==> config.mk <==
export PLATFORM = sky130hd
export DESIGN_NAME = save_ram_clearer
export DESIGN_NICKNAME = d
export VERILOG_FILES = /design/src/hdl/save_ram_clearer.sv
export SDC_FILE = /design/constraint.sdc
export NUM_CORES = 1
export LEC_CHECK = 0
export BUFFER_PORTS_ARGS = -buffer_cell sky130_fd_sc_hd__clkbuf_2
export CAP_MARGIN = 20
export CORE_ASPECT_RATIO = 1.2
export CORE_MARGIN = 2
export CORE_UTILIZATION = 48
export CTS_CLUSTER_SIZE = 24
export DETAILED_ROUTE_END_ITERATION = 8
export PLACE_DENSITY_LB_ADDON = 0.25
export SKIP_LAST_GASP = 1
export SLEW_MARGIN = 30
export SYNTH_ARGS = -nofsm -noshare
export SYNTH_HDL_FRONTEND = slang
export SYNTH_SLANG_ARGS = --single-unit
export TNS_END_PERCENT = 1
==> constraint.sdc <==
create_clock -name clk_ppu_21_47 -period 1.8 [get_ports clk_ppu_21_47]
set_input_delay 0.18 -clock clk_ppu_21_47 [delete_from_list [all_inputs] [get_ports clk_ppu_21_47]]
set_output_delay 0.18 -clock clk_ppu_21_47 [all_outputs]
set_load 0.02 [all_outputs]
==> src/hdl/save_ram_clearer.sv <==
module save_ram_clearer #(
  parameter int SAVE_ADDR_WIDTH    = 11,
  parameter int CLEAR_WRITE_CYCLES = 16
) (
  input  logic                       clk_ppu_21_47,
  input  logic                       reset_nes,

  input  logic                       is_downloading,
  input  logic                       palette_download,
  input  logic                       sd_buff_wr,

  output logic                       clearing,
  output logic [SAVE_ADDR_WIDTH-1:0] clear_addr,
  output logic                       clear_write
);

  localparam int div_bits = (CLEAR_WRITE_CYCLES > 1) ? $clog2(CLEAR_WRITE_CYCLES) : 1;
  localparam logic [div_bits-1:0] div_start = div_bits'(CLEAR_WRITE_CYCLES - 1);

  logic                save_loaded;
  logic                prev_is_downloading;
  logic                prev_palette_download;
  logic [div_bits-1:0] clear_div;
  logic                start_clear;

  // assets done, nothing restored from sd, and not just a palette swap
  assign start_clear = prev_is_downloading && !is_downloading &&
                       !save_loaded && !prev_palette_download && !clearing;

  always_ff @(posedge clk_ppu_21_47) begin
    if (reset_nes) begin
      save_loaded           <= 1'b0;
      prev_is_downloading   <= 1'b0;
      prev_palette_download <= 1'b0;
      clearing              <= 1'b0;
      clear_write           <= 1'b0;
      clear_addr            <= '0;
      clear_div             <= '0;
    end else begin
      prev_is_downloading   <= is_downloading;
      prev_palette_download <= palette_download;

      if (sd_buff_wr) begin
        save_loaded <= 1'b1;
      end

      if (start_clear) begin
        clearing    <= 1'b1;
        clear_write <= 1'b1;
        clear_addr  <= '0;
        clear_div   <= div_start;
      end else if (clearing) begin
        if (clear_write) begin
          // hold the strobe for the full write window
          if (clear_div == '0) begin
            clear_write <= 1'b0;
          end else begin
            clear_div <= clear_div - 1'b1;
          end
        end else if (&clear_addr) begin
          clearing <= 1'b0;
        end else begin
          // idle cycle done, on to the next word
          clear_addr  <= clear_addr + 1'b1;
          clear_write <= 1'b1;
          clear_div   <= div_start;
        end
      end
    end
  end

endmodule

==> impl_metrics.ini, run 1 <==
[clock_tree]
cts_tree = built
cts_hold_buf = 0
clock_path_buffers = 2
h-tree-depth = 1
cts.reportedPaths.clkPinSlew_ns = 0.11
post_cts_resized = 0
worst_skew_pair.late_latency_ns = 0.30
cts.sinks = 20
cts-root-buf = clkbuf_4
post_cts_buffers = 0
numCtsBuffers = 3

[floorplan]
core_sq_mm = 0.00187
die-width_um = 45.2
row_count = 17
die_y_um = 53.5
start_util_pct = 52.3
num_io_pins = 18
dieArea_sq_mm = 0.00242

[placement]
gp_congestion = 0.753
dp.cells = 148
io_buffer_count = 17
hpwl_um = 1520

[timing]
tightestPinTransition_ns = 0.377
setup_tns_ns = 0
setup_violations = 0
fmax_mhz = 582
rsz0062_at_grt = yes
hold_viol_final = 0
relSlewSlack_pct = 74.5
min_period_over_period_pct = 95.4
slew_viol_final = 0
final.setup_skew_ns = 0.00703
period_needed_ns = 1.72

[worst_setup_path]
cp-end-kind = flip-flop
crit_chain = ha_2, nand2_1, or4_4, and2_4, a221oi_2
reg2reg_from = clear_addr[0]$_SDFFE_PP0P_
worst_ep_arrival_time_ns = 1.94
cp-start-kind = flip-flop
reg2reg_to = clear_div[3]$_SDFFE_PP0P_
slowest_stage = or4_4
cpPeakStageDelay_ns = 0.57
worstSetupPathType = flip-flop to flip-flop
crit_fanout = 5
setup.worst_path.end = clear_div[3]$_SDFFE_PP0P_
r2r_cells = 5
rrSetupSlack_ns = 0.08
startpoint = clear_addr[0]$_SDFFE_PP0P_
crit_required_ns = 2.02

[drt]
vias_per_cell = 5.82
first_pass_iters = 4
drc = 0
met3_length_um = 51
via_count = 884
drt_iter0_drc = 20
ant_nets = 0
top_layer_used = met4
met2_length_um = 1020
met1Wirelength_um = 872
routed_wl_um = 1980
post_drt_wl_per_cell_um = 13.0

[synth]
synth.area.mux_share_pct = 1.02
synth-seq-cells = 20
yosys_warnings = 0
synthTopCellsByArea = dfxtp_1 41%, a21oi_1 4.6%, ha_1 3.8%, o21ai_0 3.1%, a221oi_2 3.1%
synth_fp_nets = 116
synth-xor-area-share_pct = 1.79
synth_top_family_by_area = simple AND/OR/NAND/NOR gates
synth-edff-count = 0
ys_types = 37
synthAdderAreaFrac_pct = 3.84
synth-seq-area-share_pct = 40.9
synth_top_cell_by_area = dfxtp_1
syn_inst = 108
async_flop_share_pct = 0
synth-simple-area-share_pct = 25.6
synth_flop_cell = dfxtp_1
synth_compound_area_share_pct = 22.6
syn_area_sq_um = 978
syn_avg_cell_area_sq_um = 9.06
synth_top_area_share_pct = 40.9

[cells_and_area]
diodes = 0
drive_gt1_share_pct = 30.1
nNetsFinal = 142
fillerInstances = 160
area_growth_pct = 19.8
final_cells = 152

[pwr]
peakVddDrop_mv = 0.449
leakagePower_nw = 0.461
p_per_area_mw_per_mm2 = 651

[worst_hold_path]
hp-class = input port to flip-flop
worstHoldStart = palette_download

[global_routing]
grt_usage_pct = 20.4
antenna_found_initial = 0
grt_pass1_vias = 894
grt-ovfl-total = 0
grt_max_degree = 13
grt_pass1_wl_um = 3610

[outcome]
status = complete, no violations

[flow_run]
drv_cap = 0
-- power by group --
group          internal (mW)  switching (mW)  total (mW)
registers              0.454          0.0116       0.466
clock network         0.0808           0.132       0.213
logic                 0.0369          0.0475      0.0845
total                  0.572           0.191       0.763
-- worst min path at each step --
stage / slack (ns) / cells after the start / endpoint
6_report: 0.09 / 2 / prev_palette_download$_SDFF_PP0_
5_1_grt: 0.1 / 2 / prev_palette_download$_SDFF_PP0_
4_1_cts: 0.09 / 2 / prev_palette_download$_SDFF_PP0_
3_5_place_dp: 0.40 / 3 / save_loaded$_SDFFE_PP0P_
3_3_place_gp: 0.38 / 3 / save_loaded$_SDFFE_PP0P_
2_1_floorplan: 0.30 / 2 / save_loaded$_SDFFE_PP0P_
-- sequential cells by signal, summed over array words and instances, names as in the netlist --
signal / flops
clear_addr: 11
clear_div: 4
clear_write: 1
clearing: 1
prev_is_downloading: 1
prev_palette_download: 1
save_loaded: 1
-- placed cells by master (no fill, tap or decap), types with 3 or more instances in the layout --
master,Yosys,layout
buf_4,0,9
or3_1,4,4
nand2_1,6,6
nor2b_1,3,3
o31ai_1,3,3
clkbuf_2,0,17
clkbuf_4,0,3
inv_1,5,5
and3_1,4,4
nand3_1,3,3
dfxtp_1,20,18
a21oi_1,9,9
o21ai_0,6,6
nor2_1,7,7
-- cells in the mapped netlist (3+ instances only) --
cell type,instances
a21oi_1,9
and3_1,4
buf_2,3
dfxtp_1,20
ha_1,3
inv_1,5
nand2_1,6
nand3_1,3
nor2_1,7
nor2b_1,3
o21ai_0,6
o31ai_1,3
or3_1,4
or4_1,3
-- critical path, delay by kind of cell (launching register included) --
kind / cells / cell delay (ns)
AO/OA/AOI/OAI: 1 / 0.23
adder cells (fa/ha/maj): 1 / 0.19
flip-flops: 1 / 0.38
AND/OR/NAND/NOR: 3 / 0.83
-- stage by stage --
step | area, sq um | power, mW | utilization (%) | setup WS [ns] | hold slack, ns
final | 1170 | 0.763 | 62.6 | 0.0826 | 0.0907
after global routing | 1170 | 0.809 | 62.6 | -0.0102 | 0.0993
after CTS | 1170 | 0.774 | 62.4 | 0.0337 | 0.0874
after detailed placement | 1140 | 0.560 | 61.0 | 0.0570 | 0.402
after global placement | 1140 | 0.557 | 61.0 | 0.119 | 0.384
after floorplan | 988 | 0.535 | - | 0.0119 | 0.296
-- routing by layer --
layer	vias to the layer above	global-route usage, %
met1	404	22.6
met5	-	0
li1	457	-
met2	17	36.4
met3	6	3.41
met4	0	10.3
-- cell type report --
| cell class | count | area [sq um] | area share [%] |
|---|---|---|---|
| clock inverters | 1 | 3.75 | 0.320 |
| flip-flops and latches | 20 | 408 | 34.8 |
| well taps | 19 | 23.8 | 2.03 |
| inverters | 5 | 18.8 | 1.60 |
| multi-input cells | 78 | 543 | 46.3 |
| repair buffers | 26 | 153 | 13.0 |
| clock buffers | 3 | 22.5 | 1.92 |
-- cells by family after synthesis --
group                    after synthesis
buffers and inverters                 10
flip-flops                            20
AO/OA/AOI/OAI                         30
adder cells (fa/ha/maj)                3
XOR/XNOR                               2
AND/OR/NAND/NOR                       42
multiplexers                           1
(Power assumes the default switching activity.)
==> run 2: changes to the inputs <==
- CAP_MARGIN: 20 -> default
- CORE_UTILIZATION: 48 -> 50
- CTS_BUF_LIST: default -> sky130_fd_sc_hd__clkbuf_8
==> impl_metrics.ini, run 2 (same netlist as run 1, synthesis figures left out) <==
[outcome]
status = complete, no violations

[placement]
gp_congestion = 0.825
dp_slack_ns = 0.0702
hpwl_um = 1550
dpl_cell_area_sq_mm = 0.00115
io_buffer_count = 17

[clock_tree]
cts_tree = built
worst_skew_pair.late_latency_ns = 0.26
numCtsBuffers = 3
cts.reportedPaths.clkPinSlew_ns = 0.08
h-tree-depth = 1
cts-root-buf = clkbuf_8
clock_path_buffers = 2
cts_hold_buf = 0
post_cts_resized = 0
post_cts_buffers = 0
cts.sinks = 20

[global_routing]
antenna_found_initial = 0
gr-usage-met3_pct = 3.10
grt_pass1_vias = 857
grt-ovfl-total = 0
grt_max_degree = 13
grt_pass1_wl_um = 3440
grt_use_met2_pct = 35.5
grtUsageMet1_pct = 23.0
grt_usage_pct = 20.3
grt-busiest-layer = met2

[cells_and_area]
area_growth_pct = 25.2
nNetsFinal = 143
reg_top3 = clear_addr: 11 flops, clear_div: 4 flops
stdcell_area_sq_mm = 0.00122
largest_reg_flops = 11
mostFrequentLayoutCell = dfxtp_1
largest-register = clear_addr
diodes = 0
drive_gt1_share_pct = 31.3
final_util_pct = 66.2
most-common-layout-cells = 18 x dfxtp_1, 17 x clkbuf_2, 10 x buf_4

[pwr]
p_int_uw = 789
p_seq_share_pct = 46.4
p_total_mw = 1.00
switching_share_pct = 21.3
peakVddDrop_mv = 0.834
leakagePower_nw = 0.485
pwr-share-clk_pct = 44.9
p_per_area_mw_per_mm2 = 819
combPwrFrac_pct = 8.6
p_sw_uw = 214

[worst_setup_path]
r2r_cells = 5
cp-start-kind = flip-flop
cp-end-kind = flip-flop
worst_ep_arrival_time_ns = 1.90
crit_fanout = 5
worstSetupPathType = flip-flop to flip-flop
crit_required_ns = 1.98
cpPeakStageDelay_ns = 0.58
crit_chain = ha_2, nand2_1, or4_4, and2_4, a221oi_2
slowest_stage = or4_4

[floorplan]
die_y_um = 52.5
core_sq_mm = 0.00185
row_count = 17
start_util_pct = 52.9
num_io_pins = 18
dieArea_sq_mm = 0.00233
die-width_um = 44.4

[drt]
drc = 0
via_count = 888
vias_per_cell = 5.80
ant_nets = 0
first_pass_iters = 4
post_drt_wl_per_cell_um = 13.4
drt_iter0_drc = 25
routed_wl_um = 2050

[timing]
slew_viol_final = 0
relSlewSlack_pct = 78.5
fin_ws_ns = 0.0801
hold_viol_final = 0
fmax_mhz = 581
setup_violations = 0
min_period_over_period_pct = 95.5
rsz0062_at_grt = no
final.setup_skew_ns = 0.00725
setup_tns_ns = 0
period_needed_ns = 1.72
tightestPinTransition_ns = 0.323

[worst_hold_path]
hold_path_depth = 3
hp-class = input port to flip-flop

[flow_run]
drv_cap = 0
run 2: cell type report:
type	instances	area (sq um)
clock buffer	3	41.3
clock inverter	1	30.0
fill	160	626
inverter	5	18.8
multi-input combinational	78	543
sequential	20	408
tap	19	23.8
timing repair buffer	27	160
run 2: worst max-delay path, delay by kind of cell (launching register included):
family          cells  cell delay (ns)
flops               1             0.37
compound gates      1             0.22
fa+ha+maj           1             0.19
simple gates        3             0.85
run 2: power groups by stage:
stage          registers [mW]  clock network (mW)  logic [mW]
2_1_floorplan           0.477                   0      0.0572
3_3_place_gp            0.475                   0      0.0834
3_5_place_dp            0.476                   0      0.0867
4_1_cts                 0.465               0.456      0.0873
5_1_grt                 0.468               0.473      0.0957
6_report                0.466               0.451      0.0866
run 2: metrics by stage:
stage	hold WS [ns]	std cells
final	0.120	153
after global routing	0.141	153
after CTS	0.124	153
after detailed placement	0.399	149
after global placement	0.384	149
after floorplan	0.296	108
run 2: metal layers:
| layer | vias to the layer above | part of all wire (%) |
|---|---|---|
| li1 | 454 | - |
| met1 | 410 | 44 |
| met2 | 20 | 52 |
| met3 | 4 | 2.9 |
| met4 | 0 | 1.5 |
| met5 | - | 0 |
run 2: final timing paths:
check | startpoint | endpoint | slack (ns)
max | clear_addr[0]$_SDFFE_PP0P_ | clear_div[2]$_SDFFE_PP0P_ | 0.08
max reg2reg | clear_addr[0]$_SDFFE_PP0P_ | clear_div[2]$_SDFFE_PP0P_ | 0.08
min | sd_buff_wr | save_loaded$_SDFFE_PP0P_ | 0.12
min reg2reg | clear_div[3]$_SDFFE_PP0P_ | clear_div[3]$_SDFFE_PP0P_ | 0.48
