--- config.mk ---
export PLATFORM = sky130hd
export DESIGN_NAME = reset_sequencer
export DESIGN_NICKNAME = d
export VERILOG_FILES = /design/src/hdl/reset_sequencer.sv
export SDC_FILE = /design/constraint.sdc
export NUM_CORES = 1
export LEC_CHECK = 0
export ABC_AREA = 1
export BUFFER_PORTS_ARGS = -buffer_cell sky130_fd_sc_hd__buf_2
export CORE_MARGIN = 4
export CORE_UTILIZATION = 48
export DETAILED_ROUTE_END_ITERATION = 12
export PLACE_DENSITY = 0.71
export SYNTH_ARGS = -nofsm -noshare
export SYNTH_HDL_FRONTEND = slang
export SYNTH_SLANG_ARGS = --single-unit
--- constraint.sdc ---
create_clock -name clk_ppu_21_47 -period 1.2 [get_ports clk_ppu_21_47]
set_input_delay 0.12 -clock clk_ppu_21_47 [delete_from_list [all_inputs] [get_ports clk_ppu_21_47]]
set_output_delay 0.12 -clock clk_ppu_21_47 [all_outputs]
set_load 0.005 [all_outputs]
--- src/hdl/reset_sequencer.sv ---
module reset_sequencer #(
  parameter int DOWNLOAD_RESET_CYCLES = 255
) (
  input  logic clk_ppu_21_47,
  input  logic reset_nes,

  input  logic download,
  input  logic loader_busy,
  input  logic loader_fail,
  input  logic external_reset,
  input  logic clearing,

  output logic console_reset,
  output logic loader_reset
);

  localparam int count_bits = $clog2(DOWNLOAD_RESET_CYCLES + 1);

  logic                  ever_downloaded;
  logic                  download_d;
  logic [count_bits-1:0] download_count;
  logic                  download_hold;

  assign download_hold = download_count != '0;

  always_ff @(posedge clk_ppu_21_47) begin
    if (reset_nes) begin
      ever_downloaded <= 1'b0;
      download_d      <= 1'b0;
      download_count  <= '0;
      loader_reset    <= 1'b1;
    end else begin
      download_d <= download;

      // console stays dead until something has been loaded
      if (download) begin
        ever_downloaded <= 1'b1;
      end

      // countdown starts once the download ends, stalls while the loader works
      if (download) begin
        download_count <= count_bits'(DOWNLOAD_RESET_CYCLES);
      end else if (!loader_busy && download_hold) begin
        download_count <= download_count - 1'b1;
      end

      // new download starts the loader over
      loader_reset <= !download_hold || (download && !download_d);
    end
  end

  assign console_reset = !ever_downloaded || download_hold || loader_fail ||
                         external_reset || clearing;

endmodule

==> results of run 1 <==
power breakdown:
part           total, W  switching (W)  internal [W]
combinational  0.000426       0.000232      0.000194
clock          0.000261       0.000132      0.000129
sequential     0.000427      0.0000247      0.000402
metal layers:
metal / vias to the layer above / GRT usage [%] / wire length (um)
met5: - / 0 / 0
met4: 0 / 7.23 / 36
met3: 12 / 4.07 / 131
met2: 36 / 33.2 / 858
met1: 333 / 23.3 / 743
li1: 354 / - / -
Yosys cell counts:
cell type                  instances
sky130_fd_sc_hd__nand2_1          28
sky130_fd_sc_hd__dfxtp_1          11
sky130_fd_sc_hd__inv_1            11
sky130_fd_sc_hd__nand3_1          11
sky130_fd_sc_hd__a21oi_1           8
sky130_fd_sc_hd__nor2_1            7
sky130_fd_sc_hd__o21ai_0           3
sky130_fd_sc_hd__a21oi_2           2
sky130_fd_sc_hd__clkbuf_1          2
sky130_fd_sc_hd__ha_1              2
sky130_fd_sc_hd__nor2_4            2
sky130_fd_sc_hd__nand2_2           1
sky130_fd_sc_hd__nand4_1           1
sky130_fd_sc_hd__nor2_2            1
sky130_fd_sc_hd__nor2_8            1
sky130_fd_sc_hd__nor4_1            1
sky130_fd_sc_hd__o21bai_2          1
sky130_fd_sc_hd__or2_2             1
area by class of cell:
class	count	area share (%)
tap	14	1.84
inverter	11	4.34
multi-input combinational	70	49.3
clock buffer	4	2.76
timing repair buffer	25	18.4
sequential	11	23.4
worst reg2reg max path, delay by kind of cell, from the launching register on:
family / cells / cell delay, ps
compound gates: 3 / 360
buf+inv: 3 / 340
flops: 1 / 330
fa+ha+maj: 1 / 130
simple gates: 1 / 80
sequential cells by signal, indices dropped and copies added (netlist names):
signal,flops
ever_downloaded,1
download_d,1
loader_reset,1
download_count,8
cells by family (layout without fill, tap and decap cells):
group | after synthesis | after routing | synth area share (%)
DFF | 11 | 11 | 34.5
AOI/OAI and AO/OA | 14 | 14 | 13.1
adders and majority gates | 2 | 2 | 3.92
and+or+nand+nor | 54 | 54 | 40.8
buffers and inverters | 13 | 40 | 7.65
per-stage QoR:
step	hold WS, ps	TNS (ps)	utilization (%)
6_report	180	-881	81.3
5_1_grt	190	-1460	81.3
4_1_cts	154	-780	77.6
3_5_place_dp	417	-434	68.6
3_3_place_gp	410	-245	68.6
2_1_floorplan	223	0	-
worst paths after layout:
check                     from                 to  slack, ps  cells after the start
min                  reset_nes  download_count[5]        180                      2
max reg2reg  download_count[1]  download_count[0]       -120                      8
max          download_count[1]  download_count[0]       -120                      8
min reg2reg         download_d       loader_reset        420                      1
what timing repair did:
item | in CTS | in global routing
pin swaps | 8 | 6
setup buffers | 3 | 1
gates resized for setup | 15 | 10
setup endpoints to repair | 9 | 9
==> out/metrics.yaml, run 1 <==
status: "finished, violations left"
violations: "setup timing"
dp_hpwl_um: 1120
die_width_um: 44.5
final_common_cell: "sky130_fd_sc_hd__nand2_1"
pwr_density_cell_nw_per_um2: 1170
synth_warnings: 0
area.sequential_um2: 223
cts.clk_slew.worst_paths_ps: 70
first_global_vias: 670
clock_skew_ps: 0.278
cts_buffer_depth: 2
post-route-period-util_pct: 110
cts_tree: "built"
synth_area_um2: 638
die_h_um: 44.5
max_freq_mhz: 760
timing.critical_path.to_type: "register"
place_congestion: 0.831
port-buffer-count: 8
firstDrtPassIters: 6
overflow: 0
tightest_slew_ps: 369
setup-violations-final: 9
critPathBufInv: 3
synth_cell_type_count: 18
place_area_um2: 803
fp-row-count: 12
finalMaxSlewViolations: 0
place_ws_ps: -72.4
fin_total_pwr_w: 0.00111
initial_utilization_pct: 54.5
grt_first_pass_wirelength_um: 2800
synthesized_nets: 103
worst_slack_ps: -116
avgRoutedWirePerCell_um: 13.1
postSynthCellCount: 94
post-place-cells: 127
worst-endpoint-required_ps: 1390
clockRootBuffer: "sky130_fd_sc_hd__clkbuf_4"
post_layout_nonfiller_instances: 135
h-tree-depth: 1
post-route-min-period_ps: 1320
layout_cell_share_with_drive_strength_beyond_1_pct: 48.8
largest_driver_fanout_on_the_critical_path: 2
insertedDiodeCount: 0
gr-usage-all-layers_pct: 19.4
worst_skew_pair.late_latency_ps: 270
max-vdd-ir-drop_uv: 841
fp.coreArea_um2: 1170
max-slew-margin-rel_pct: 75.4
die-area_um2: 1980
antenna_found_initial: 0
fillerInstances: 72
p_leak_nw: 0.439
path_delay_family: "compound AO/OA/AOI/OAI gates"
critical_path.slowest_cell: "sky130_fd_sc_hd__dfxtp_2"
critPathMaxStageDelay_ps: 330
count_of_state_elements_after_synthesis: 11
cts_made_buffers: 3
final_cell_area_um2: 952
vias_per_cell: 5.44
area_taken_by_multi_input_logic_gates_um2: 469
worst-setup-path-type: "reg2reg"
timing.hold.worst.class: "in2reg"
layout_stage_area_growth_over_the_synthesis_result_pct: 49.2
final_nets: 131
num_vias: 735
synth.largest_area_cell: "sky130_fd_sc_hd__dfxtp_1"
layout_common_cells: "sky130_fd_sc_hd__nand2_1 (19), sky130_fd_sc_hd__buf_4 (15)"
synthTopCellsByArea: "sky130_fd_sc_hd__dfxtp_1 (35%), sky130_fd_sc_hd__nand2_1 (16%), sky130_fd_sc_hd__nand3_1 (8.6%)"
cp_common_cell: "sky130_fd_sc_hd__buf_6"
critical_path.startpoint_type: "register"
number_of_design_rule_violations_left_by_the_first_detailed_router_iteration: 24
synth.top_cell.area_share_pct: 34.5
detail_route.drc_violations: 0
finalWirelength_um: 1770
clock-sinks: 11
hold_viol_final: 0
pin_count: 9
worstPathCellList: "inv_2 > ha_4 > nand3_4 > buf_6 > o21bai_4 > buf_6 > a21oi_2 > a21oi_1"
grt_setup_unrepaired: "yes"
synthesis.area_per_instance_um2: 6.79
synth_seq_area_share_pct: 34.5
cts_hold_repair.buffers: 0
route.antenna.remaining_nets: 0
timing.max_cap.violations: 0
grt_max_degree: 12
critical_path_arrival_ps: 1510
Power figures use the tool's default switching activity.
==> run 2: changes to the inputs <==
--- a/config.mk
+++ b/config.mk
@@ -7,9 +7,11 @@
 export LEC_CHECK = 0
 export ABC_AREA = 1
 export BUFFER_PORTS_ARGS = -buffer_cell sky130_fd_sc_hd__buf_2
-export CORE_MARGIN = 4
-export CORE_UTILIZATION = 48
+export CORE_AREA = 4 4 41 43
+export CTS_BUF_LIST = sky130_fd_sc_hd__clkbuf_4
+export CTS_CLUSTER_DIAMETER = 50
 export DETAILED_ROUTE_END_ITERATION = 12
+export DIE_AREA = 0 0 45 47
 export PLACE_DENSITY = 0.71
 export SYNTH_ARGS = -nofsm -noshare
 export SYNTH_HDL_FRONTEND = slang
==> run 2 against run 1 <==
Compared with the run above: the flow still finishes with violations (setup timing); total power up 3.6%; largest cell class unchanged; first-iteration DRC count shrank 42%; die area increased by 7.0%; register-to-register slack improved by 20 ps; cell area up 1.7%; routed wire length increased by 3.7%; sequential share of layout area shrank 0.26 points; final cell count grew 3.0%; critical path depth is 2 lower; critical endpoint is now console_reset; critical path type is now reg2out; setup slack better by 11 ps; global-route usage increased by 1.1 points.
==> out/metrics.yaml, run 2 (synthesis results as in run 1) <==
status: "finished, violations left"
violations: "setup timing"
grt_max_degree: 12
insertedDiodeCount: 0
port-buffer-count: 8
detail_route.drc_violations: 0
cts_hold_repair.buffers: 0
timing.max_cap.violations: 0
worstPathCellList: "inv_2 > ha_4 > nand3_4 > nor2_4 > nand2_1 > buf_2"
setup-violations-final: 9
largest_driver_fanout_on_the_critical_path: 3
antenna_found_initial: 0
hold_viol_final: 0
die-area_um2: 2120
whs_ps: 174
max-vdd-ir-drop_uv: 647
critPathMaxStageDelay_ps: 330
worstRegToRegCells: 9
layout_stage_area_growth_over_the_synthesis_result_pct: 51.8
overflow: 0
cts.clk_slew.worst_paths_ps: 80
place_congestion: 0.841
cts_made_buffers: 3
avgRoutedWirePerCell_um: 13.2
area.sequential_um2: 224
critical_path.startpoint_type: "register"
pwr_density_cell_nw_per_um2: 1190
layout_common_cells: "sky130_fd_sc_hd__nand2_1 (21), sky130_fd_sc_hd__buf_4 (18), sky130_fd_sc_hd__inv_1 (9), sky130_fd_sc_hd__nand3_1 (9)"
worst_skew_pair.late_latency_ps: 280
tightest_slew_ps: 302
die_h_um: 47
critical_path.slowest_cell: "sky130_fd_sc_hd__dfxtp_2"
vias_per_cell: 5.23
dp_hpwl_um: 1210
fin_setup_tns_ps: -769
final_nets: 134
worst-setup-path-type: "reg2out"
p_leak_nw: 0.459
number_of_design_rule_violations_left_by_the_first_detailed_router_iteration: 14
critical_path_arrival_ps: 1190
num_vias: 727
gr-usage-all-layers_pct: 20.5
fin_total_pwr_w: 0.00115
cts_buffer_depth: 2
largest-register: "download_count"
firstDrtPassIters: 4
timing.critical_path.to_type: "output pin"
worst-path-stages: 6
finalMaxSlewViolations: 0
grt_first_pass_wirelength_um: 3020
clock_skew_ps: 3.38
worst-endpoint-required_ps: 1080
timing.hold.worst.class: "in2reg"
clockRootBuffer: "sky130_fd_sc_hd__clkbuf_4"
post-route-period-util_pct: 109
area_taken_by_multi_input_logic_gates_um2: 457
fp-row-count: 13
max-slew-margin-rel_pct: 79.9
critPathBufInv: 2
path_delay_family: "flip-flops"
final_common_cell: "sky130_fd_sc_hd__nand2_1"
cts_tree: "built"
clock-sinks: 11
finalWirelength_um: 1830
hold_path_depth: 4
first_global_vias: 688
initial_utilization_pct: 49.0
pin_count: 9
fillerInstances: 99
layout_cell_share_with_drive_strength_beyond_1_pct: 50.0
number_of_flip_flops_under_the_largest_register_name: 8
post-route-min-period_ps: 1310
max_freq_mhz: 766
fp.coreArea_um2: 1300
worst_slack_ps: -105
h-tree-depth: 1
die_width_um: 45
grt_setup_unrepaired: "yes"
route.antenna.remaining_nets: 0
## run 2: changes by cell type in the layout (fill, tap and decap cells not counted)
| cell | previous run | this run |
|---|---|---|
| sky130_fd_sc_hd__buf_4 | 15 | 18 |
| sky130_fd_sc_hd__nand2_1 | 19 | 21 |
| sky130_fd_sc_hd__nand2_2 | 9 | 7 |
| sky130_fd_sc_hd__clkbuf_1 | 1 | 0 |
| sky130_fd_sc_hd__clkbuf_4 | 3 | 4 |
| sky130_fd_sc_hd__dfxtp_1 | 9 | 8 |
| sky130_fd_sc_hd__dfxtp_2 | 2 | 3 |
| sky130_fd_sc_hd__ha_2 | 0 | 1 |
| sky130_fd_sc_hd__ha_4 | 2 | 1 |
| sky130_fd_sc_hd__or2_2 | 1 | 0 |
| sky130_fd_sc_hd__or2_4 | 0 | 1 |
## run 2: layout make-up
class / instances / area share [%]
Sequential cell: 11 / 23.1
Multi-Input combinational cell: 70 / 47.2
Clock buffer: 4 / 3.10
Timing Repair Buffer: 28 / 20.4
Inverter: 11 / 4.26
Tap cell: 15 / 1.94
## run 2: worst paths after layout
kind                            end  slack, ps         startpoint
setup / recovery      console_reset       -110  download_count[1]
hold / removal    download_count[0]        170        loader_busy
setup reg to reg  download_count[4]       -100  download_count[1]
hold reg to reg        loader_reset        420         download_d
## run 2: per-layer routing
metal	vias up	share of wire [%]	track usage [%]
met2	25	49	33.9
li1	361	-	-
met3	2	6.2	4.98
met1	339	44	24.8
met4	0	0.55	9.94
met5	-	0	0
## run 2: tightest hold or removal path, delay by kind of cell
family	cells	cell delay [ps]
buf+inv	1	120
simple gates	2	120
compound gates	1	60
## run 2: what timing repair did
item,in CTS,in global routing
setup endpoints to repair,9,9
pin swaps,2,10
gates cloned,0,0
setup buffers,5,1
gates resized for setup,13,11
## run 2: metrics by stage
step	area [um2]	setup WS, ps	utilization (%)	std cells
after global routing	968	-177	74.4	139
final	968	-105	74.4	139
after global placement	812	-47.4	62.4	129
after detailed placement	812	-106	62.4	129
after CTS	926	-106	71.2	138
after floorplan	656	8.41	-	94
## run 2: power by group
group | switching, W | internal, W | total, W
Clock | 0.000144 | 0.000152 | 0.000296
Combinational | 0.000226 | 0.000204 | 0.000430
Sequential | 0.0000255 | 0.000403 | 0.000428
