$ cat config.mk
export PLATFORM = sky130hd
export DESIGN_NAME = controller_ports
export DESIGN_NICKNAME = d
export VERILOG_FILES = /design/src/hdl/nes_input_pkg.sv /design/src/hdl/controller_ports.sv
export SDC_FILE = /design/constraint.sdc
export NUM_CORES = 1
export LEC_CHECK = 0
export ABC_AREA = 1
export CORE_MARGIN = 2
export CORE_UTILIZATION = 57
export CTS_CLUSTER_SIZE = 10
export DETAILED_ROUTE_END_ITERATION = 6
export DONT_BUFFER_PORTS = 1
export HOLD_SLACK_MARGIN = 0.05
export PLACE_DENSITY = 0.81
export RECOVER_POWER = 50
export SYNTH_ARGS = -nofsm -noshare
export SYNTH_HDL_FRONTEND = slang
export SYNTH_SLANG_ARGS = --single-unit
$ cat constraint.sdc
create_clock -name clk_ppu_21_47 -period 2.9 [get_ports clk_ppu_21_47]
set_input_delay 0.58 -clock clk_ppu_21_47 [delete_from_list [all_inputs] [get_ports clk_ppu_21_47]]
set_output_delay 0.58 -clock clk_ppu_21_47 [all_outputs]
set_load 0.005 [all_outputs]
$ cat src/hdl/nes_input_pkg.sv
package nes_input_pkg;

  // one pad, bit order from lsb:
  // a, b, select, start, up, down, left, right
  localparam int pad_bits = 8;

  // serial frame per port
  // {signature, far pad, near pad}, near pad goes out first
  localparam int port_frame_bits = 24;

  // four score ids, shifted after the two pads
  localparam logic [7:0] multitap_sig_port1 = 8'h08;
  localparam logic [7:0] multitap_sig_port2 = 8'h04;

  // filler for the upper 16 bits when no multitap is attached
  localparam logic [15:0] no_tap_fill = 16'hffff;

endpackage

$ cat src/hdl/controller_ports.sv
module controller_ports
  import nes_input_pkg::*;
(
  input  logic                clk_ppu_21_47,
  input  logic                reset_nes,

  input  logic [pad_bits-1:0] p1_pad,
  input  logic [pad_bits-1:0] p2_pad,
  input  logic [pad_bits-1:0] p3_pad,
  input  logic [pad_bits-1:0] p4_pad,

  input  logic                multitap_enabled,
  input  logic                swap_controllers,

  input  logic                joypad_strobe,
  input  logic [1:0]          joypad_clock,

  output logic                joypad1_data,
  output logic                joypad2_data
);

  logic [port_frame_bits-1:0] port1_frame;
  logic [port_frame_bits-1:0] port2_frame;
  logic [1:0]                 last_joypad_clock;

  logic [port_frame_bits-1:0] port1_load;
  logic [port_frame_bits-1:0] port2_load;
  logic [1:0]                 clock_fall;

  // frames as seen by the console after a strobe
  always_comb begin
    port1_load = {
      multitap_enabled ? {multitap_sig_port1, p3_pad} : no_tap_fill,
      swap_controllers ? p2_pad : p1_pad
    };
    port2_load = {
      multitap_enabled ? {multitap_sig_port2, p4_pad} : no_tap_fill,
      swap_controllers ? p1_pad : p2_pad
    };
  end

  assign clock_fall = last_joypad_clock & ~joypad_clock;

  always_ff @(posedge clk_ppu_21_47) begin
    if (reset_nes) begin
      port1_frame       <= '0;
      port2_frame       <= '0;
      last_joypad_clock <= '0;
    end else begin
      last_joypad_clock <= joypad_clock;

      // reload every cycle while the strobe is held
      if (joypad_strobe) begin
        port1_frame <= port1_load;
        port2_frame <= port2_load;
      end

      // a falling clock moves the next bit into place, zeros behind it
      if (clock_fall[0]) begin
        port1_frame <= {1'b0, port1_frame[port_frame_bits-1:1]};
      end
      if (clock_fall[1]) begin
        port2_frame <= {1'b0, port2_frame[port_frame_bits-1:1]};
      end
    end
  end

  assign joypad1_data = port1_frame[0];
  assign joypad2_data = port2_frame[0];

endmodule

==> metrics, run 1 <==
outcome=complete, no violations; slowest library cell on the worst path=nand2_1; routability congestion estimate from global placement=roughly 0.81; Rows=24; post-route insts no fill=460; final hold violations=0; Die W=between 70 and 80 um; slew at the pin closest to its max-slew limit=slightly below 1 ns; Layout area overhead=0.327%; CP top delay family=simple AND/OR/NAND/NOR gates; area leader, netlist=dfxtp_1; post-route antenna net violation count=0; syn_area_per_cell=around 6.4 um2; Reg power frac=0.566; Switching Fraction=0.259; Clock Path Buffers=2; H-tree lvl count=2; CP endpoint kind=flip-flop; IO buf count=0; HP Class=input port to flip-flop; Root Buffer=clkbuf_8; DR WL/cell=~11 um; Slew Limit Fails=0; clk slew on worst S/H paths=0.09 ns; hpwl dp=approximately 3.6 mm; max-cap violations=0; Die Height=about 73 um; Crit path arrival time=a little under 2 ns; DRC=0; Psw=roughly 0.35 mW; Crit Path Max Fanout=33; CTS resizes=0; initial antenna violation count=0; clk_lat worst skew=0.29 ns; slowest stage delay, CP=just under 0.6 ns; CP Buf/Inv Count=1; filler cell count=approximately 440; critical-path cell list=nand2_1, nand2_1, nand3_1, nand2_1, inv_1; Worst IR Drop VDD=approximately 0.00033 V; post-synthesis sequential area ratio=0.373; Placed Area=0.00261 mm2; layout cells sized above 1=0.0686; DRT Pass-1 Iters=4; share of the synthesized area in the top cell type=0.373; register bit total from synthesis=50; PD cells=slightly below 500 mW/mm2; placed insts=~450; CP Data Required Time=~3.1 ns; starting density of the core=0.603; Num CTS Buffers=5; synth warn=0; WS Path Type=flip-flop to flip-flop; die area=0.00527 mm2; Pint=~1 mW; fin area=~0.0027 mm2; leakage power=1.42 nW; final setup fails=0; fin nets=around 450; total routed wirelength=~5.2 mm; most frequent CP cell=nand2_1; vias per cell=roughly 5.3; total global-route track usage=0.211; core area=around 0.0044 mm2; vias in the first global route=approximately 2100; Register Area=between 0.001 and 0.0015 mm2; top cells by area, synth=dfxtp_1 37%, nand2_1 20%, nand3_1 15%, inv_1 8.5%, o21ai_0 3.0%; combinational power share=0.130; Rel. slew slack=0.351; setup TNS=0 ns; Syn Inst Count=roughly 420; post-layout minimum cycle time=about 1.8 ns; Worst Clk Skew=0.00699 ns; I/O pins=a little over 40; Hold Buf Count CTS=0; TritonCTS clock tree=yes; Vias=between 2000 and 2500; largest net degree at the start of global routing=35; Tcrit/Tclk final=0.605; Ant. Diodes=0; Worst setup SP type=flip-flop; Max Freq=570 MHz; Syn Nets=461; area of the multi-input gates=0.00126 mm2; RSZ-0062 raised after global routing=false; synth unique cells=20; first-pass GRT wire length=8.90 mm; clock share of power=0.304; Post-CTS Setup Repair Bufs=0; Initial DRC Count=128; Clock Sinks=50; Mapped Area=around 0.0027 mm2; gr ovfl total=0
-- registers in the layout, summed over array words and instances (netlist names) --
signal             flops
port2_frame           24
port1_frame           24
last_joypad_clock      2
-- logic make-up after synthesis --
kind of cell	count (synthesis)	synth area share
flops	50	0.373
simple gates	248	0.406
compound gates	33	0.0700
buf+inv	91	0.151
-- stage by stage --
| stage | hold WS (ns) | util | total power [mW] | setup WS [ns] |
|---|---|---|---|---|
| finish | 0.341 | 0.605 | 1.34 | 1.15 |
| global route | 0.326 | 0.605 | 1.42 | 0.953 |
| CTS | 0.336 | 0.608 | 1.35 | 1.48 |
| detailed placement | 0.468 | 0.588 | 0.949 | 1.21 |
| global placement | 0.460 | 0.588 | 0.942 | 1.22 |
| floorplan | 0.446 | - | 0.934 | 1.54 |
-- worst register-to-register path: cells and delay by family, from the launching register on --
kind                   cells  cell delay, ns
buffers and inverters      1            0.05
flip-flops                 1            0.35
AND/OR/NAND/NOR            4            1.26
-- cells in the mapped netlist --
library cell,n
clkbuf_1,5
inv_1,61
a21oi_2,3
nor3_1,2
nand3_1,83
buf_4,6
nand2_2,2
a21oi_4,1
buf_2,9
nor2_1,7
inv_2,5
buf_1,1
o21ai_0,16
nor2_2,1
buf_6,4
or2_2,8
nand2_1,142
dfxtp_1,50
a21oi_1,13
nor2_4,3
-- cells in the final DEF (no fill, tap or decap) --
| master | Yosys | final |
|---|---|---|
| clkbuf_1 | 5 | 1 |
| a21oi_1 | 13 | 15 |
| clkbuf_8 | 0 | 6 |
| dfxtp_1 | 50 | 50 |
| a21oi_2 | 3 | 1 |
| inv_1 | 61 | 62 |
| inv_2 | 5 | 4 |
| nor3_1 | 2 | 2 |
| nand3_1 | 83 | 83 |
| o21ai_0 | 16 | 16 |
| nor2_4 | 3 | 3 |
| a21oi_4 | 1 | 1 |
| clkinv_2 | 0 | 1 |
| nor2_2 | 1 | 1 |
| nor2_1 | 7 | 7 |
| nand2_1 | 142 | 144 |
| buf_4 | 6 | 3 |
| or2_2 | 8 | 8 |
-- final timing paths --
kind / cells past startpoint / start / slack [ns] / end
min: 1 / reset_nes / 0.34 / port2_frame[23]
max: 5 / last_joypad_clock[0] / 1.15 / port1_frame[16]
max reg2reg: 5 / last_joypad_clock[0] / 1.15 / port1_frame[16]
min reg2reg: 2 / port1_frame[23] / 0.48 / port1_frame[23]
-- final cells by class --
cell class	instances	share of cell area
Multi-Input combinational cell	281	0.469
Sequential cell	50	0.372
Inverter	66	0.0921
Clock buffer	7	0.0321
Tap cell	52	0.0242
Timing Repair Buffer	3	0.00837
Clock inverter	1	0.00186
-- layer usage --
layer  global-route usage  vias to the layer above  wire length [um]
met5                    0                        -                 0
met4               0.0556                        0                48
met3               0.0428                        7               182
met2                0.378                       47              2590
met1                0.257                     1102              2420
li1                     -                     1270                 -
-- power by group through the flow --
stage          Clock (mW)  Combinational (mW)  Sequential, mW
2_1_floorplan           0               0.168           0.766
3_3_place_gp            0               0.171           0.772
3_5_place_dp            0               0.176           0.773
4_1_cts             0.418               0.177           0.757
5_1_grt             0.452               0.204           0.762
6_report            0.407               0.174           0.757
Note: power is estimated with default switching activity, not from simulation.
==> run 2, diff against run 1 <==
PLACE_DENSITY = 0.84   (was 0.81)
clock period = 1.4 ns   (was 2.9 ns; I/O delays follow)
==> run 2 against run 1 <==
  * Utilization is 2.6 points higher
  * Wire length is 0.73% higher
  * Via count is 0.12% lower
  * Global-route usage is 0.90 points higher
  * Sequential cell count stayed put
  * Total power is 120% higher
  * Sequential power is 110% higher
  * Cell count is 2.2% higher
  * Count of clock-buffer cells in the layout is 2 lower
  * Worst hold slack worse by 0.23 ns
  * Critical path depth is 3 lower
  * Final area is 4.4% higher
  * Critical path type is now input port to flip-flop
==> metrics, run 2 (same netlist as run 1, synthesis figures left out) <==
TritonCTS clock tree=yes; post-route insts no fill=470 (+2.2%); DRC=0 (unchanged); Tcrit/Tclk final=0.915; layout cells sized above 1=0.0957 (+0.0271); slew at the pin closest to its max-slew limit=0.798 ns (-0.173 ns); Placed Area=0.00270 mm2 (+3.5%); post-route antenna net violation count=0 (unchanged); Pwr Total=2.96 mW (+120%); routability congestion estimate from global placement=0.808 (-0.77%); Clock Path Buffers=2 (unchanged); Ant. Diodes=0 (unchanged); leakage power=1.49 nW (+4.5%); Worst setup SP type=input port; WL met3=267 um (+47%); H-tree lvl count=2 (unchanged); CTS resizes=0 (unchanged); die area=0.00527 mm2 (unchanged); clk slew on worst S/H paths=0.09 ns (about the same); placed insts=461 (+2.0%); critical-path cell list=dlygate4sd3_1, nor2_1; Post-Place Worst Slack=0.174 ns (-1.04 ns); starting density of the core=0.603 (unchanged); max-cap violations=0 (unchanged); DRT Pass-1 Iters=4 (unchanged); I/O pins=41 (unchanged); Crit Path Max Fanout=19 (-42%); hpwl dp=3.68 mm (+2.1%); Slew Limit Fails=0 (unchanged); slowest library cell on the worst path=dlygate4sd3_1; met2 wire length=2.48 mm (-4.6%); Rel. slew slack=0.466 (+0.115); Die W=72.6 um (unchanged); total routed wirelength=5.28 mm (+0.73%); vias in the first global route=2109 (+1.1%); largest net degree at the start of global routing=26 (-26%); final worst slack=0.118 ns (-1.03 ns); Clock Sinks=50 (unchanged); Num CTS Buffers=5 (unchanged); clk_lat worst skew=0.31 ns (+0.02 ns); CP Data Required Time=1.57 ns (-1.53 ns); HP Class=input port to flip-flop; Post-CTS Setup Repair Bufs=0 (unchanged); total global-route track usage=0.220 (+0.00897); final hold violations=0 (unchanged); WS Path Type=input port to flip-flop; Initial DRC Count=149 (+16%); Largest regs=port1_frame (24), port2_frame (24), last_joypad_clock (2); Root Buffer=clkbuf_8; fin nets=456 (+2.2%); CP Buf/Inv Count=1 (unchanged); final setup fails=0 (unchanged); PD cells=1050 mW/mm2 (+110%); Hold Buf Count CTS=1 (+1); fin area=0.00281 mm2 (+4.4%); commonest non-fill, non-tap cell in the layout=nand2_1; RSZ-0062 raised after global routing=false; DR WL/cell=11.2 um (-1.4%); highest routed metal layer=met4; Max Freq=around 780 MHz; post-layout minimum cycle time=~1.3 ns; CP endpoint kind=flip-flop; outcome=complete, no violations; Layout area overhead=4.71%; Worst IR Drop VDD=0.000752 V (+130%); gr ovfl total=0 (unchanged); Vias=2423 (-0.12%); CP top delay family=buffers and inverters; first-pass GRT wire length=9.17 mm (+3.0%); most frequent cells in the layout=142 x nand2_1, 83 x nand3_1, 62 x inv_1, 50 x dfxtp_1, 16 x o21ai_0; vias per cell=5.16 (-2.2%); met1 WL=2.48 mm (+2.7%); core area=0.00444 mm2 (unchanged); Crit path arrival time=1.45 ns (-0.50 ns); Die Height=72.6 um (unchanged); IO buf count=0 (unchanged); slowest stage delay, CP=1.05 ns (+0.47 ns); Worst Clk Skew=0.00768 ns (+0.000690 ns); setup TNS=0 ns (unchanged); initial antenna violation count=0 (unchanged); Rows=24 (unchanged); R2R setup slack=0.16 ns (-0.99 ns)
## run 2: cell type report
class / count / area, um2
sequential: 50 / 1000
tap: 52 / 65.1
timing repair buffer: 13 / 118
multi-input combinational: 281 / 1270
fill: 411 / 1640
clock buffer: 5 / 68.8
clock inverter: 3 / 40.0
inverter: 66 / 248
## run 2: per-stage QoR
step,hold slack [ns],util
after detailed placement,0.350,0.608
after global placement,0.349,0.608
after CTS,0.0967,0.635
after floorplan,0.415,-
after global routing,0.106,0.632
final,0.108,0.632
## run 2: metal layers
metal,vias to the layer above,GRT usage
met5,-,0
met1,1057,0.283
met4,0,0.0741
met2,68,0.364
met3,8,0.0511
li1,1290,-
## run 2: where the power goes
part	total (mW)	leakage, nW	internal, mW	switching (mW)
registers	1.57	0.413	1.52	0.0511
clock network	0.996	0.0579	0.526	0.470
logic	0.396	1.02	0.156	0.240
## run 2: path summary, 6_finish.rpt
path                   startpoint  cells past startpoint                    to
max                     reset_nes                      2  last_joypad_clock[1]
min reg2reg       port1_frame[19]                      2       port1_frame[19]
min                 joypad_strobe                      2       port1_frame[19]
max reg2reg  last_joypad_clock[1]                      5       port2_frame[19]
## run 2: worst register-to-register path, delay by kind of cell, from the launching register on
family                 cells  cell delay (ns)
buffers and inverters      1             0.03
DFF                        1             0.45
and+or+nand+nor            4             0.67
